==> config.mk <==
export PLATFORM = sky130hd
export DESIGN_NAME = line_fill_flat
export DESIGN_NICKNAME = d
export VERILOG_FILES = /design/src/rtl/dcache_pkg.sv /design/src/rtl/dcache_ifs.sv /design/src/rtl/line_fill.sv /design/src/flat_wrapper.sv
export SDC_FILE = /design/constraint.sdc
export NUM_CORES = 1
export LEC_CHECK = 0
export ABC_CLOCK_PERIOD_IN_PS = 6300
export BUFFER_PORTS_ARGS = -buffer_cell sky130_fd_sc_hd__buf_2
export CORE_AREA = 2 2 142 144
export DETAILED_ROUTE_END_ITERATION = 8
export DIE_AREA = 0 0 144 146
export PLACE_DENSITY = 0.74
export SLEW_MARGIN = 30
export SYNTH_ARGS = -nofsm -noshare
export SYNTH_HDL_FRONTEND = slang
export SYNTH_SLANG_ARGS = --single-unit
==> constraint.sdc <==
create_clock -name clk -period 6.3 [get_ports clk]
set_clock_uncertainty 0.05 [all_clocks]
set_input_delay 0.315 -clock clk [delete_from_list [all_inputs] [get_ports clk]]
set_output_delay 0.315 -clock clk [all_outputs]
set_load 0.05 [all_outputs]
==> src/rtl/dcache_pkg.sv <==
package dcache_pkg;

    // Cache geometry
    localparam int ADDR_W     = 32;
    localparam int WORD_W     = 32;
    localparam int LINE_WORDS = 8;
    localparam int WAYS       = 4;
    localparam int SETS       = 16;

    // Address split
    localparam int BYTE_OFF_W = $clog2(WORD_W / 8);
    localparam int WORD_OFF_W = $clog2(LINE_WORDS);
    localparam int LINE_OFF_W = BYTE_OFF_W + WORD_OFF_W;
    localparam int INDEX_W    = $clog2(SETS);
    localparam int TAG_W      = ADDR_W - INDEX_W - LINE_OFF_W;
    localparam int WAY_W      = $clog2(WAYS);

    typedef logic [ADDR_W-1:0] addr_t;
    typedef logic [WORD_W-1:0] word_t;
    typedef logic [WORD_W/8-1:0] byte_en_t;

    // Word 0 sits in the low bits of the line
    typedef logic [LINE_WORDS-1:0][WORD_W-1:0] line_t;

    typedef logic [INDEX_W-1:0] index_t;
    typedef logic [WORD_OFF_W-1:0] offset_t;
    typedef logic [TAG_W-1:0] tag_t;
    typedef logic [WAY_W-1:0] way_t;
    typedef logic [WAYS-1:0] way_mask_t;

    // One tag RAM word per way and set
    typedef struct packed {
        logic valid;
        logic dirty;
        tag_t tag;
    } tag_entry_t;

endpackage

==> src/rtl/dcache_ifs.sv <==
`timescale 1ns/1ns

// Refill request from the controller to the read-burst engine
interface fill_if;
    logic               start;
    dcache_pkg::addr_t  line_addr;
    logic               done;
    dcache_pkg::line_t  line;

    modport ctrl (
        output start, line_addr,
        input  done, line
    );

    modport engine (
        input  start, line_addr,
        output done, line
    );
endinterface


==> src/rtl/line_fill.sv <==
`timescale 1ns/1ns

module line_fill (
    input  logic                clk,
    input  logic                rst,
    fill_if.engine              fill,
    output logic                arvalid,
    input  logic                arready,
    output dcache_pkg::addr_t   araddr,
    input  logic                rvalid,
    output logic                rready,
    input  dcache_pkg::word_t   rdata,
    input  logic                rlast
);

    typedef enum logic [1:0] {
        F_IDLE,
        F_ADDR,
        F_DATA
    } fill_state_t;

    fill_state_t state;
    dcache_pkg::offset_t beat;
    logic done_q;
    dcache_pkg::line_t line_q;

    assign araddr = {fill.line_addr[dcache_pkg::ADDR_W-1:dcache_pkg::LINE_OFF_W],
                     {dcache_pkg::LINE_OFF_W{1'b0}}};
    assign arvalid   = (state == F_ADDR);
    assign rready    = (state == F_DATA);
    assign fill.done = done_q;
    // Line stays put until the next burst starts
    assign fill.line = line_q;

    always_ff @(posedge clk) begin
        if (rst) begin
            state  <= F_IDLE;
            beat   <= '0;
            done_q <= 1'b0;
        end else begin
            done_q <= 1'b0;
            case (state)
                F_IDLE: if (fill.start) state <= F_ADDR;
                F_ADDR: begin
                    beat <= '0;
                    if (arready) state <= F_DATA;
                end
                default: begin
                    if (rvalid) begin
                        beat <= beat + 1'b1;
                        if (rlast) begin
                            state  <= F_IDLE;
                            done_q <= 1'b1;
                        end
                    end
                end
            endcase
        end
        if ((state == F_DATA) && rvalid) begin
            line_q[beat] <= rdata;
        end
    end

endmodule

==> src/flat_wrapper.sv <==
// flat-port wrapper written by rule: the top's interface ports become plain ports
module line_fill_flat 
  (clk, rst, arvalid, arready, araddr, rvalid, rready, rdata, rlast, fill_start, fill_line_addr, fill_done, fill_line);
  fill_if fill_i ();
  input  logic clk;
  input  logic rst;
  output logic arvalid;
  input  logic arready;
  output dcache_pkg::addr_t araddr;
  input  logic rvalid;
  output logic rready;
  input  dcache_pkg::word_t rdata;
  input  logic rlast;
  input wire logic [$bits(fill_i.start)-1:0] fill_start;
  input wire logic [$bits(fill_i.line_addr)-1:0] fill_line_addr;
  output wire logic [$bits(fill_i.done)-1:0] fill_done;
  output wire logic [$bits(fill_i.line)-1:0] fill_line;
  assign fill_i.start = fill_start;
  assign fill_i.line_addr = fill_line_addr;
  assign fill_done = fill_i.done;
  assign fill_line = fill_i.line;
  line_fill u_core (.clk(clk), .rst(rst), .fill(fill_i), .arvalid(arvalid), .arready(arready), .araddr(araddr), .rvalid(rvalid), .rready(rready), .rdata(rdata), .rlast(rlast));
endmodule
==> results.toml <==
[worst_setup_path]
reg2reg_slack_ps = 3880
cp_top_family = "simple AND/OR/NAND/NOR gates"
arrival_ps = 2540
end_kind = "flop"
rr_startpoint = "u_core.state[1]$_SDFFE_PP0P_"
worstRegToRegCells = 4
crit_path_start_kind = "flop"
path_buf_inv = 1
cpMaxStageDelayCell = "dfxtp_1"
cp_cell_sequence = "nor2b_2, nand3b_1, nor2_4, buf_4"
max_stage_delay_ps = 520
crit_fanout = 18
cp.required_ps = 6420
worstReg2RegEnd = "u_core.fill.line[132]$_DFFE_PP_"
worst-setup-path-type = "flop to flop"

[final_layout]
fill_cells = 1498
syn_to_final_growth_pct = 32.3
finish.utilization_pct = 56.7
multiInputGateArea_um2 = 297
n_antenna_cell = 0
drive_gt1_share_pct = 53.6
seqCellArea_um2 = 7810
nNetsFinal = 712

[synthesis]
yosysSeqAreaShare_pct = 94.2
ys_types = 24
syn_area_um2 = 8290
avgSynthCellArea_um2 = 24.8
synthArstFlopShare_pct = 0
synth_edf_count = 256
ys.flop_type = "edfxtp_1"
ys_seq_elements = 262
synth_warnings = 0
synthCells = 334

[sta]
post-route-min-period_ps = 2420
rsz0062_at_grt = "false"
min_period_over_period_pct = 38.3
timing.slew.headroom_pct = 55.0
fmax_mhz = 414
setup_tns_ps = 0
hold_viol_final = 0
slew_viol_final = 0
finalSetupViolCount = 0
worstMarginPinSlew_ps = 674

[drt]
dr.pass1.iters = 4
drt_iter0_markers = 230
met2WireLength_mm = 10.0
vias_per_cell = 4.64
ant_nets = 0
wl_per_cell_um = 20.7
wl_met1_mm = 7.05
drc = 0
drt-total-wl_mm = 19.1
dr_wl_met3_mm = 1.44
vias = 4284
highest_layer = "met5"

[hold_path]
hold_end = "u_core.fill.line[78]$_DFFE_PP_"
worstHoldPathCells = 1
hp-class = "input pin to flop"
hp-start = "rdata[14]"

[power_and_ir_drop]
p_per_area_nw_per_um2 = 314
pwr-share-clk_pct = 42.2
p_leak_nw = 4.13
ir_drop_mv = 0.212
p_int_w = 0.00279
pwr-share-seq_pct = 55.8
power_frac_comb_pct = 2.0
p_sw_w = 0.000649
switching_share_pct = 18.9

[global_routing]
antenna_found_initial = 1
grt_pass1_wl_mm = 27.3
grt_usage_pct = 17.5
grt_max_degree = 33
grt_pass1_vias = 4433
grt-ovfl-total = 0

[clock_network]
clock_sinks = 262
clock_latency_ps = 500
path_clk_slew_ps = 60
cts_tree = "yes"
cts_inserted_buffers = 26
cts-root-buf = "clkbuf_16"
htree_num_levels = 1
clockBufferDepth = 3
post-cts-setup-buffers = 0

[floorplanning]
boundaryPins = 361
rows = 51
initial_core_util_pct = 42.9
die_y_um = 146
dieArea_um2 = 21000
core_um2 = 19300
die_w_um = 144

[placed_design]
gp_congestion = 0.762
portBuffers = 296
hpwl_mm = 13.0

[run]
maxCapViolCount = 0

[status]
outcome = "finished, final reports clean"
-- routing by layer --
| metal | global-route usage, % | vias to the layer above |
|---|---|---|
| li1 | - | 1888 |
| met1 | 20.5 | 2112 |
| met2 | 31.0 | 219 |
| met3 | 3.95 | 63 |
| met4 | 6.67 | 2 |
| met5 | 0 | - |
-- logic make-up (layout without fill, tap and decap cells) --
kind of cell,count (synthesis),in the layout,share of synthesized area [%]
flops,262,262,94.2
other cells,1,5,0.0452
buf+inv,34,354,3.09
mux,1,1,0.136
xor+xnor,1,1,0.106
simple gates,28,28,1.80
compound gates,6,6,0.498
fa+ha+maj,1,1,0.151
-- power by group through the flow --
stage | Clock, W | Sequential (W) | Combinational (W)
final | 0.00145 | 0.00192 | 0.0000692
after global routing | 0.00154 | 0.00192 | 0.0000745
after CTS | 0.00148 | 0.00192 | 0.0000699
after detailed placement | 0 | 0.00196 | 0.0000695
after global placement | 0 | 0.00196 | 0.0000656
after floorplan | 0 | 0.00197 | 0.0000673
-- worst max path at each step --
stage	start	end	slack, ps	depth (start not counted)
after floorplan	u_core.state[1]$_SDFFE_PP0P_	u_core.fill.line[32]$_DFFE_PP_	2470	3
after global placement	u_core.state[1]$_SDFFE_PP0P_	u_core.fill.line[120]$_DFFE_PP_	3820	3
after detailed placement	u_core.state[1]$_SDFFE_PP0P_	u_core.fill.line[129]$_DFFE_PP_	3850	4
after CTS	u_core.state[1]$_SDFFE_PP0P_	u_core.fill.line[159]$_DFFE_PP_	3840	4
after global routing	u_core.state[1]$_SDFFE_PP0P_	u_core.fill.line[151]$_DFFE_PP_	3730	4
final	u_core.state[1]$_SDFFE_PP0P_	u_core.fill.line[132]$_DFFE_PP_	3880	4
-- cells in the mapped netlist (all sizes together) (2+ instances only) --
cell type,count,area (µm²)
edfxtp,256,7690
nor3,2,10.0
nand3,3,15.0
nand2,3,11.3
dfxtp,6,120
nor2,10,37.5
a22oi,3,22.5
nand2b,4,25.0
buf,34,256
-- cells in the final DEF, fill, tap and decap left out --
cell type	instances
a21oi_1	1
a22oi_1	3
inv_6	1
nor2_4	6
nand2_1	3
a21o_1	1
buf_16	7
clkinv_1	6
xor2_1	1
dlygate4sd3_1	1
clkbuf_16	27
clkinv_4	1
nor2b_2	1
nand4b_1	1
nor3_2	2
nand3_1	3
clkinv_2	4
nand2b_1	4
buf_4	5
dfxtp_1	6
ha_1	1
clkbuf_1	4
or3b_1	1
nor3b_1	1
nand3b_1	1
nor2_1	4
bufinv_16	2
edfxtp_1	256
and2b_2	1
mux2_1	1
buf_2	296
a31oi_1	1
conb_1	5
-- sequential cells by signal, summed over array words and instances (netlist names) --
name / count
u_core.fill.line: 256
u_core.beat: 3
u_core.state: 2
u_core.fill.done: 1
-- per-stage QoR --
step | total power [W] | std cells | hold WS [ps] | cell area (µm²) | worst slack [ps]
6_report | 0.00344 | 923 | 26.4 | 11000 | 3880
5_1_grt | 0.00354 | 923 | 21.6 | 11000 | 3730
4_1_cts | 0.00347 | 923 | 6.57 | 11000 | 3840
3_5_place_dp | 0.00203 | 877 | 520 | 10100 | 3850
3_3_place_gp | 0.00202 | 870 | 493 | 9950 | 3820
2_1_floorplan | 0.00204 | 338 | 334 | 8310 | 2470
-- area by class of cell --
class                      count  area share (%)
timing repair buffer         309            15.7
multi-input combinational     42            2.70
clock buffer                  31            6.30
clock inverter                14            1.10
tap                          265            3.02
sequential                   262            71.2
-- timing repair --
| item | 4_1_cts | 5_1_grt |
|---|---|---|
| endpoints found under the hold margin | 2 | 0 |
| hold buffers | 1 | 0 |
| resized for setup | 0 | 0 |
Note: power is estimated with default switching activity, not from simulation.
