--- config.mk ---
export PLATFORM = sky130hd
export DESIGN_NAME = line_evict_flat
export DESIGN_NICKNAME = d
export VERILOG_FILES = /design/src/rtl/dcache_pkg.sv /design/src/rtl/dcache_ifs.sv /design/src/rtl/line_evict.sv /design/src/flat_wrapper.sv
export SDC_FILE = /design/constraint.sdc
export NUM_CORES = 1
export LEC_CHECK = 0
export ABC_AREA = 1
export BUFFER_PORTS_ARGS = -buffer_cell sky130_fd_sc_hd__buf_2
export CAP_MARGIN = 20
export CELL_PAD_IN_SITES_DETAIL_PLACEMENT = 0
export CELL_PAD_IN_SITES_GLOBAL_PLACEMENT = 2
export CORE_MARGIN = 4
export CORE_UTILIZATION = 35
export DETAILED_ROUTE_END_ITERATION = 8
export GPL_TIMING_DRIVEN = 0
export PLACE_DENSITY_LB_ADDON = 0.1
export SYNTH_ARGS = -nofsm -noshare
export SYNTH_HDL_FRONTEND = slang
export SYNTH_SLANG_ARGS = --single-unit
--- constraint.sdc ---
create_clock -name clk -period 19.2 [get_ports clk]
set_input_delay 0.96 -clock clk [delete_from_list [all_inputs] [get_ports clk]]
set_output_delay 0.96 -clock clk [all_outputs]
set_load 0.02 [all_outputs]
--- src/rtl/dcache_pkg.sv ---
package dcache_pkg;

    // Cache geometry
    localparam int ADDR_W     = 32;
    localparam int WORD_W     = 32;
    localparam int LINE_WORDS = 8;
    localparam int WAYS       = 4;
    localparam int SETS       = 16;

    // Address split
    localparam int BYTE_OFF_W = $clog2(WORD_W / 8);
    localparam int WORD_OFF_W = $clog2(LINE_WORDS);
    localparam int LINE_OFF_W = BYTE_OFF_W + WORD_OFF_W;
    localparam int INDEX_W    = $clog2(SETS);
    localparam int TAG_W      = ADDR_W - INDEX_W - LINE_OFF_W;
    localparam int WAY_W      = $clog2(WAYS);

    typedef logic [ADDR_W-1:0] addr_t;
    typedef logic [WORD_W-1:0] word_t;
    typedef logic [WORD_W/8-1:0] byte_en_t;

    // Word 0 sits in the low bits of the line
    typedef logic [LINE_WORDS-1:0][WORD_W-1:0] line_t;

    typedef logic [INDEX_W-1:0] index_t;
    typedef logic [WORD_OFF_W-1:0] offset_t;
    typedef logic [TAG_W-1:0] tag_t;
    typedef logic [WAY_W-1:0] way_t;
    typedef logic [WAYS-1:0] way_mask_t;

    // One tag RAM word per way and set
    typedef struct packed {
        logic valid;
        logic dirty;
        tag_t tag;
    } tag_entry_t;

endpackage

--- src/rtl/dcache_ifs.sv ---


// Dirty victim handoff to the write-burst engine
interface evict_if;
    logic               push;
    dcache_pkg::addr_t  victim_addr;
    dcache_pkg::line_t  victim_line;
    logic               busy;

    modport ctrl (
        output push, victim_addr, victim_line,
        input  busy
    );

    modport engine (
        input  push, victim_addr, victim_line,
        output busy
    );
endinterface

--- src/rtl/line_evict.sv ---
`timescale 1ns/1ns

module line_evict (
    input  logic                clk,
    input  logic                rst,
    evict_if.engine             evict,
    output logic                awvalid,
    input  logic                awready,
    output dcache_pkg::addr_t   awaddr,
    output logic                wvalid,
    input  logic                wready,
    output dcache_pkg::word_t   wdata,
    output logic                wlast,
    input  logic                bvalid
);

    typedef enum logic [1:0] {
        E_IDLE,
        E_ADDR,
        E_DATA,
        E_RESP
    } evict_state_t;

    evict_state_t state;
    dcache_pkg::offset_t beat;

    // Victim buffer, one line deep
    dcache_pkg::addr_t addr_q;
    dcache_pkg::line_t line_q;

    assign evict.busy = (state != E_IDLE);
    assign awvalid    = (state == E_ADDR);
    assign awaddr     = addr_q;
    assign wvalid     = (state == E_DATA);
    assign wdata      = line_q[beat];
    assign wlast      = (beat == dcache_pkg::offset_t'(dcache_pkg::LINE_WORDS - 1));

    always_ff @(posedge clk) begin
        if (rst) begin
            state <= E_IDLE;
            beat  <= '0;
        end else begin
            case (state)
                E_IDLE: if (evict.push) state <= E_ADDR;
                E_ADDR: begin
                    beat <= '0;
                    if (awready) state <= E_DATA;
                end
                E_DATA: begin
                    if (wready) begin
                        beat <= beat + 1'b1;
                        if (wlast) state <= E_RESP;
                    end
                end
                // Response is always taken, bready is high by construction
                default: if (bvalid) state <= E_IDLE;
            endcase
        end
        if (evict.push && (state == E_IDLE)) begin
            addr_q <= evict.victim_addr;
            line_q <= evict.victim_line;
        end
    end

endmodule

--- src/flat_wrapper.sv ---
// flat-port wrapper written by rule: the top's interface ports become plain ports
module line_evict_flat 
  (clk, rst, awvalid, awready, awaddr, wvalid, wready, wdata, wlast, bvalid, evict_push, evict_victim_addr, evict_victim_line, evict_busy);
  evict_if evict_i ();
  input  logic clk;
  input  logic rst;
  output logic awvalid;
  input  logic awready;
  output dcache_pkg::addr_t awaddr;
  output logic wvalid;
  input  logic wready;
  output dcache_pkg::word_t wdata;
  output logic wlast;
  input  logic bvalid;
  input wire logic [$bits(evict_i.push)-1:0] evict_push;
  input wire logic [$bits(evict_i.victim_addr)-1:0] evict_victim_addr;
  input wire logic [$bits(evict_i.victim_line)-1:0] evict_victim_line;
  output wire logic [$bits(evict_i.busy)-1:0] evict_busy;
  assign evict_i.push = evict_push;
  assign evict_i.victim_addr = evict_victim_addr;
  assign evict_i.victim_line = evict_victim_line;
  assign evict_busy = evict_i.busy;
  line_evict u_core (.clk(clk), .rst(rst), .evict(evict_i), .awvalid(awvalid), .awready(awready), .awaddr(awaddr), .wvalid(wvalid), .wready(wready), .wdata(wdata), .wlast(wlast), .bvalid(bvalid));
endmodule
==> results of run 1 <==
==> sequential cells by signal (all words and copies together), names as in the netlist <==
register	cells
u_core.awaddr	32
u_core.line_q	256
u_core.state	2
u_core.beat	3
==> cells in the mapped netlist, drive strengths merged <==
cell / instances
inv: 14
nand3: 2
nor2: 199
dfxtp: 5
o21ai: 193
a21oi: 5
buf: 27
nand2: 111
edfxtp: 288
ha: 6
clkbuf: 22
==> metal layers <==
layer,vias up,track usage
met5,-,0
met4,24,0.0508
met3,74,0.0670
met2,303,0.290
met1,3641,0.233
li1,3894,-
==> through the flow <==
step                      area (um^2)  power (mW)  utilization  std cells
after global routing            14800        2.06        0.465       1701
after CTS                       14700        1.97        0.465       1696
after global placement          13600        1.41        0.430       1635
after floorplan                 11300        1.22            -        872
after detailed placement        13700        1.36        0.432       1637
final                           14800        1.94        0.465       1703
==> report_power, final <==
| part | total (mW) | leakage (nW) | switching (mW) | internal (mW) |
|---|---|---|---|---|
| Combinational | 0.412 | 2.67 | 0.285 | 0.126 |
| Sequential | 0.925 | 2.77 | 0.0345 | 0.890 |
| Clock | 0.608 | 0.513 | 0.246 | 0.362 |
==> cell families after synthesis <==
family,after synthesis
fa+ha+maj,6
buf+inv,63
simple gates,312
flops,293
compound gates,198
==> layout make-up <==
class                      instances  area, um^2  area share
buffer                            49         288      0.0195
multi-input combinational        516        2240       0.152
timing repair buffer             363        1860       0.126
clock buffer                      44         952      0.0645
clock inverter                    15        93.8     0.00636
tap                              402         503      0.0341
antenna                            7        17.5     0.00119
sequential                       293        8750       0.593
inverter                          14        60.1     0.00407
==> cell usage in the layout (no fill, tap or decap), types with 6 or more instances in the layout <==
cell type / synthesis / layout
diode_2: 0 / 7
clkinv_2: 0 / 6
o21ai_0: 151 / 151
edfxtp_1: 288 / 288
nor2_1: 199 / 199
clkbuf_16: 0 / 37
clkinv_1: 0 / 7
buf_4: 6 / 6
ha_1: 6 / 6
clkbuf_2: 7 / 7
o21ai_1: 42 / 42
clkbuf_1: 15 / 22
nand2_1: 111 / 111
buf_2: 12 / 373
inv_1: 14 / 13
==> worst paths after layout <==
| check | startpoint | cells past startpoint | end | slack (ns) |
|---|---|---|---|---|
| min reg2reg | u_core.state[0] | 2 | u_core.state[0] | 0.52 |
| max | u_core.beat[1] | 7 | wdata[2] | 15.90 |
| min | u_core.state[0] | 2 | u_core.state[0] | 0.52 |
| max reg2reg | u_core.state[0] | 6 | u_core.line_q[60] | 16.63 |
==> worst min-delay path: cells and delay by family, from the launching register on <==
| family | cells | cell delay (ns) |
|---|---|---|
| compound gates | 1 | 0.05 |
| flops | 1 | 0.35 |
| simple gates | 1 | 0.08 |
==> summary.txt, run 1 <==
post-route minimum period -> 3.30 ns
CP bufs+invs -> 3
Root Driver -> clkbuf_16
CTS clk-pin slew, worst paths -> 0.05 ns
VDD IR-drop max -> 0.0000773 V
vias in the first global route -> 8201
Slew headroom -> 0.546
Post-Syn Instances -> 872
f_max -> 0.303 GHz
uppermost layer routed -> met5
gpl congestion -> 0.746
Critical Path Start Type -> flip-flop
Layout area overhead -> 30.3%
outcome -> completed
crit end category -> output port
Synth top area share -> 0.763
Arr. time, crit path -> 2.34 ns
I/O pin cnt -> 362
largest family of logic cells by synthesized area -> simple AND/OR/NAND/NOR gates
vias -> 7936
vias per inst -> 4.66
Adder-Cell Fraction of Synth Area -> 0.00663
GRT Util Overall -> 0.181
Avg WL per Cell -> 19.2 um
synthesized cell area -> 11300 um^2
first-pass GRT wire length -> 48800 um
Num CTS Buffers -> 34
router iterations before antenna repair -> 5
met2 wire length -> 15200 um
CTS Buffer Depth -> 3
cts-stage hold buffer count -> 0
critical path class -> reg -> out
part of the Yosys area used for sequential elements -> 0.772
Worst EP required -> 18.24 ns
clock skew -> 0.0163 ns
post-synthesis compound-gate area fraction -> 0.0875
XOR/XNOR Fraction of Synth Area -> 0
DIE AREA -> 35300 um^2
clk_lat worst skew -> 0.50 ns
CTS resizes -> 0
Setup WS pre-CTS -> 16.18 ns
Slew @ Worst Pin -> 0.681 ns
worst-path cell chain -> buf_4, clkbuf_1, o21ai_0, o21ai_0, nand2_1, nand2_1, buf_2
post-synthesis mux area share -> 0
Hold Slack -> 0.520 ns
first-iteration detailed-routing DRC count -> 429
Synth Warn # -> 0
gr ovfl total -> 0
num rows -> 65
Fillers -> 2988
Crit-path slowest cell -> dfxtp_1
Nets -> 1571
crit-path leading delay family -> buffers and inverters
DRC -> 0
die width -> 188 um
final setup margin -> 15.90 ns
final wirelength -> 32800 um
DP Wirelength -> 23900 um
core area -> 31700 um^2
Max-Cap Viols -> 0
post-route ant nets -> 0
Post-CTS Setup Bufs -> 0
Slew Limit Fails -> 0
synthesis-stage register bit count -> 293
CP Max Fanout -> 10
layout cells sized above 1 -> 0.340
Leak -> 5.95 nW
Die H -> 188 um
PD cells -> 132 nW/um^2
Syn Nets -> 1172
final period utilization -> 0.172
final hold vios -> 0
largest net degree at the start of global routing -> 116
Starting Density -> 0.357
metal3 WL -> 3220 um
largest cells by area after synthesis -> edfxtp_1 (76%), o21ai_0 (6.7%), nor2_1 (6.6%)
CP max stage delay -> 0.44 ns
initial antenna violation count -> 19
min-delay worst type -> reg -> reg
Port Buf Inserts -> 361
TritonCTS clock tree -> done
setup tns final -> 0 ns
RSZ-0062 raised after global routing -> no
simple-gate share of the synthesized area -> 0.104
Cell variety after synth -> 18
# setup viols final -> 0
largest area contributor in the synthesized netlist -> edfxtp_1
Metal-1 WL -> 13400 um
Post-Syn Area per Cell -> 13.0 um^2
H-tree Lvls -> 2
# clock sinks -> 293
Power figures use the tool's default switching activity.
==> inputs of run 2 (changes only) <==
- CORE_UTILIZATION: 35 -> 30
- clock period: 19.2 -> 2.91 ns (I/O delays scaled with it)
==> run 2 against run 1 <==
  * Wire length up 14%
  * Via count rose by 14%
  * Total power increased to 6.9 times the previous value
  * Clock-buffer cell count down 1
  * Hold slack worse by 0.47 ns
  * Combinational power grew to 7.8 times the previous value
  * Critical endpoint is now wdata[14]
  * Largest cell class unchanged
  * Largest power group unchanged
  * Highest routed layer is now met4
==> summary.txt, run 2 (synthesis results as in run 1) <==
outcome -> completed
fin area -> 17900 um^2
VDD IR-drop max -> 0.000413 V
first-iteration detailed-routing DRC count -> 413
Arr. time, crit path -> 2.52 ns
# clock sinks -> 293
Nets -> 1868
Switching Power -> 3.97 mW
gpl congestion -> 0.756
die width -> 202 um
Max-Cap Viols -> 0
# setup viols final -> 0
final setup margin -> 0.247 ns
f_max -> 0.376 GHz
Slew @ Worst Pin -> 0.707 ns
metal3 WL -> 2170 um
DRC -> 0
I/O pin cnt -> 362
clk_lat worst skew -> 0.53 ns
met2 wire length -> 18300 um
clock share of power -> 0.304
router iterations before antenna repair -> 5
DIE AREA -> 40900 um^2
DP Cell Count -> 1745
vias per inst -> 4.31
core area -> 37000 um^2
Slew Limit Fails -> 0
gr ovfl total -> 0
placed cell areas -> 13900 um^2
largest net degree at the start of global routing -> 45
vias -> 9049
final wirelength -> 37400 um
Combinational Power Share -> 0.241
Worst EP required -> 2.76 ns
Critical Path Start Type -> flip-flop
crit end category -> output port
post-route minimum period -> 2.66 ns
Starting Density -> 0.306
CTS Buffer Depth -> 3
Port Buf Inserts -> 361
commonest non-fill, non-tap cell in the layout -> buf_2
Slew headroom -> 0.529
layout cells sized above 1 -> 0.283
Setup WS pre-CTS -> 0.577 ns
CTS clk-pin slew, worst paths -> 0.05 ns
num rows -> 70
Layout area overhead -> 58.2%
final period utilization -> 0.915
CP Max Fanout -> 19
Metal-1 WL -> 16200 um
Leak -> 7.22 nW
Hold Slack -> 0.0463 ns
max reg flops -> 256
Largest Register -> u_core.line_q
Avg WL per Cell -> 17.8 um
first-pass GRT wire length -> 57100 um
post-route ant nets -> 0
DP Wirelength -> 25900 um
vias in the first global route -> 10009
H-tree Lvls -> 2
Root Driver -> clkbuf_16
TritonCTS clock tree -> done
Die H -> 202 um
most frequent cells in the layout -> buf_2 (373), dlygate4sd3_1 (291), edfxtp_1 (288), nor2_1 (199), o21ai_0 (151)
Num CTS Buffers -> 35
Flop pwr share -> 0.455
RSZ-0062 raised after global routing -> no
Layout Cells excl Fill -> 2101
GRT Util Overall -> 0.180
critical path class -> reg -> out
clock skew -> 0.0107 ns
PD cells -> 748 nW/um^2
min-delay worst type -> in -> reg
Pint -> 9.44 mW
Sw Share -> 0.296
final hold vios -> 0
initial antenna violation count -> 4
uppermost layer routed -> met4
==> run 2: path summary, 6_finish.rpt <==
| kind | startpoint | end | slack (ns) | depth (start not counted) |
|---|---|---|---|---|
| setup / recovery | u_core.beat[1] | wdata[14] | 0.25 | 7 |
| hold / removal | bvalid | u_core.state[1] | 0.05 | 5 |
| setup reg to reg | u_core.state[1] | u_core.awaddr[13] | 0.61 | 7 |
| hold reg to reg | u_core.state[0] | u_core.state[0] | 0.52 | 2 |
==> run 2: repair_timing <==
item,4_1_cts,5_1_grt
gates resized for setup,0,0
endpoints found under the setup margin,0,2
hold buffers,291,0
hold endpoints to repair,293,0
setup buffers,0,0
==> run 2: power by group through the flow <==
| stage | Clock (mW) | Sequential, mW | Combinational, mW |
|---|---|---|---|
| final | 4.07 | 6.11 | 3.23 |
| after global routing | 4.41 | 6.19 | 3.59 |
| after detailed placement | 0 | 6.18 | 2.97 |
| after global placement | 0 | 5.96 | 2.39 |
| after floorplan | 0 | 6.36 | 1.53 |
| after CTS | 4.22 | 6.11 | 3.30 |
==> run 2: cell type report <==
| cell class | instances | area [um^2] |
|---|---|---|
| fill | 3420 | 19000 |
| tap | 504 | 631 |
| timing repair buffer | 660 | 4880 |
| buffer | 48 | 284 |
| multi-input combinational | 516 | 2250 |
| inverter | 14 | 56.3 |
| antenna | 5 | 12.5 |
| sequential | 293 | 8750 |
| clock inverter | 18 | 104 |
| clock buffer | 43 | 948 |
==> run 2: stage by stage <==
stage	util	power, mW	setup TNS (ns)
final	0.485	13.4	0
after global routing	0.485	14.2	0
after CTS	0.485	13.6	0
after detailed placement	0.377	9.15	0
after global placement	0.373	8.35	-1339.89
after floorplan	-	7.89	-690.84
==> run 2: worst max-delay path, cell delays in order (launching register included) <==
cell,delay (ns)
dfxtp_1,0.41
buf_4,0.32
clkbuf_1,0.50
o21ai_0,0.18
o21ai_1,0.18
nand2_1,0.11
nand2_1,0.12
buf_2,0.17
==> run 2: routing by layer <==
layer | GRT usage | vias to the layer above
li1 | - | 4486
met1 | 0.226 | 4237
met2 | 0.312 | 276
met3 | 0.0399 | 50
met4 | 0.0531 | 0
met5 | 0 | -
==> inputs of run 3 (changes only) <==
- CTS_CLUSTER_SIZE: default -> 30
- MAX_ROUTING_LAYER: default -> met4
- RECOVER_POWER: default -> 25
==> run 3 against run 2 <==
  * Sequential share of layout area is essentially flat
  * Fmax increased by 0.11%
  * Combinational power about the same
  * Wire length shrank 0.22%
  * Highest routed layer unchanged
  * Largest power group unchanged
==> summary.txt, run 3 (synthesis results as in run 1) <==
outcome -> completed
FF-to-FF Start -> u_core.state[1]
CTS resizes -> 0
CTS Buffer Depth -> 3
Starting Density -> 0.306
most frequent cells in the layout -> buf_2 (365), dlygate4sd3_1 (291), edfxtp_1 (288), nor2_1 (199), o21ai_0 (151)
Flop pwr share -> 0.455
Slew @ Worst Pin -> 0.683 ns
DP Wirelength -> 25900 um
met2 usage -> 0.312
max reg flops -> 256
Leak -> 7.20 nW
layout cells sized above 1 -> 0.279
router iterations before antenna repair -> 4
worst hold path startpoint -> bvalid
I/O pin cnt -> 362
setup tns final -> 0 ns
vias in the first global route -> 10010
gpl congestion -> 0.765
Num CTS Buffers -> 35
commonest non-fill, non-tap cell in the layout -> buf_2
worst reg2reg setup slack -> 0.61 ns
clock skew -> 0.0100 ns
vias -> 9055
min-delay worst type -> in -> reg
Worst EP required -> 2.76 ns
Sw Share -> 0.296
Root Driver -> clkbuf_16
gr ovfl total -> 0
CP Max Fanout -> 19
Max-Cap Viols -> 0
Port Buf Inserts -> 361
sink of the worst hold path -> u_core.state[1]
post-route minimum period -> 2.66 ns
post-route ant nets -> 0
TritonCTS clock tree -> done
Slew headroom -> 0.544
Switching Power -> 3.97 mW
clk_lat worst skew -> 0.53 ns
Nets -> 1868
worst r2r path cells -> 7
H-tree Lvls -> 2
DRC -> 0
# clock sinks -> 293
num rows -> 70
met1 Resource Use GR -> 0.229
initial antenna violation count -> 4
core area -> 37000 um^2
# setup viols final -> 0
final hold vios -> 0
VDD IR-drop max -> 0.000414 V
GRT Util Overall -> 0.185
first-iteration detailed-routing DRC count -> 424
critical path class -> reg -> out
hold depth -> 5
Post-CTS Setup Bufs -> 0
final period utilization -> 0.914
CTS clk-pin slew, worst paths -> 0.05 ns
f_max -> 0.376 GHz
overall power -> 13.4 mW
RSZ-0062 raised after global routing -> no
Die H -> 202 um
largest net degree at the start of global routing -> 45
Largest Register -> u_core.line_q
final wirelength -> 37300 um
Layout area overhead -> 58.1%
DIE AREA -> 40900 um^2
met3 Usage GRT -> 0.0353
die width -> 202 um
crit end category -> output port
PD cells -> 748 nW/um^2
Critical Path Start Type -> flip-flop
vias per inst -> 4.31
first-pass GRT wire length -> 57000 um
GR peak layer -> met2
Pint -> 9.44 mW
r2r endpoint -> u_core.awaddr[13]
Slew Limit Fails -> 0
Combinational Power Share -> 0.241
clock share of power -> 0.304
Arr. time, crit path -> 2.51 ns
Avg WL per Cell -> 17.8 um
==> run 3: cell types whose count changed in the layout (fill, tap and decap cells not counted), sizes merged <==
| cell | previous run | this run |
|---|---|---|
| buf | 396 | 389 |
| clkbuf | 64 | 71 |
==> run 3: power by group through the flow <==
stage	Sequential, mW	Clock, mW	Combinational, mW
2_1_floorplan	6.36	0	1.53
3_3_place_gp	5.96	0	2.39
3_5_place_dp	6.18	0	2.97
4_1_cts	6.11	4.22	3.30
5_1_grt	6.19	4.41	3.58
6_report	6.11	4.07	3.23
==> run 3: critical path, cell delays in order, from the launching register on <==
cell and delay, ns:
dfxtp_1 0.41, buf_4 0.31, clkbuf_1 0.50, o21ai_0 0.18, o21ai_1 0.18, nand2_1 0.11, nand2_1 0.12, buf_2 0.17
==> run 3: final cells by class <==
class / count / area, um^2
inverter: 14 / 56.3
antenna: 5 / 12.5
clock buffer: 43 / 948
multi-input combinational: 516 / 2250
sequential: 293 / 8750
buffer: 48 / 284
clock inverter: 18 / 104
tap: 504 / 631
fill: 3426 / 19000
timing repair buffer: 660 / 4870
==> run 3: repair_timing <==
action / in CTS / in global routing
endpoints found under the setup margin: 0 / 2
hold buffers: 291 / 0
endpoints found under the hold margin: 293 / 0
==> run 3: worst max path at each step <==
stage                          startpoint  slack (ns)  depth (start not counted)                 to
final                      u_core.beat[1]        0.25                          7          wdata[14]
after global routing       u_core.beat[1]        0.01                          7          wdata[10]
after detailed placement  u_core.state[1]        0.58                          7  u_core.awaddr[29]
after floorplan           u_core.state[1]       -2.40                          4   u_core.awaddr[0]
after CTS                  u_core.beat[1]        0.11                          7          wdata[31]
after global placement    u_core.state[1]       -4.69                          4  u_core.awaddr[24]
==> run 3: layer usage <==
layer  part of all wire  routed length [um]
met3              0.053                1970
met5                  0                   0
met1               0.44               16300
met2               0.49               18400
met4              0.018                 678
==> run 3: through the flow <==
| step | worst slack (ns) | instance area (um^2) | hold WS (ns) | util | instances |
|---|---|---|---|---|---|
| after floorplan | -2.40 | 11300 | 0.215 | - | 872 |
| after global placement | -4.69 | 13800 | 0.322 | 0.373 | 1737 |
| after detailed placement | 0.577 | 13900 | 0.324 | 0.377 | 1745 |
| after CTS | 0.107 | 17900 | 0.00997 | 0.485 | 2097 |
| after global routing | 0.0101 | 17900 | 0.0448 | 0.485 | 2100 |
| final | 0.250 | 17900 | 0.0453 | 0.485 | 2101 |
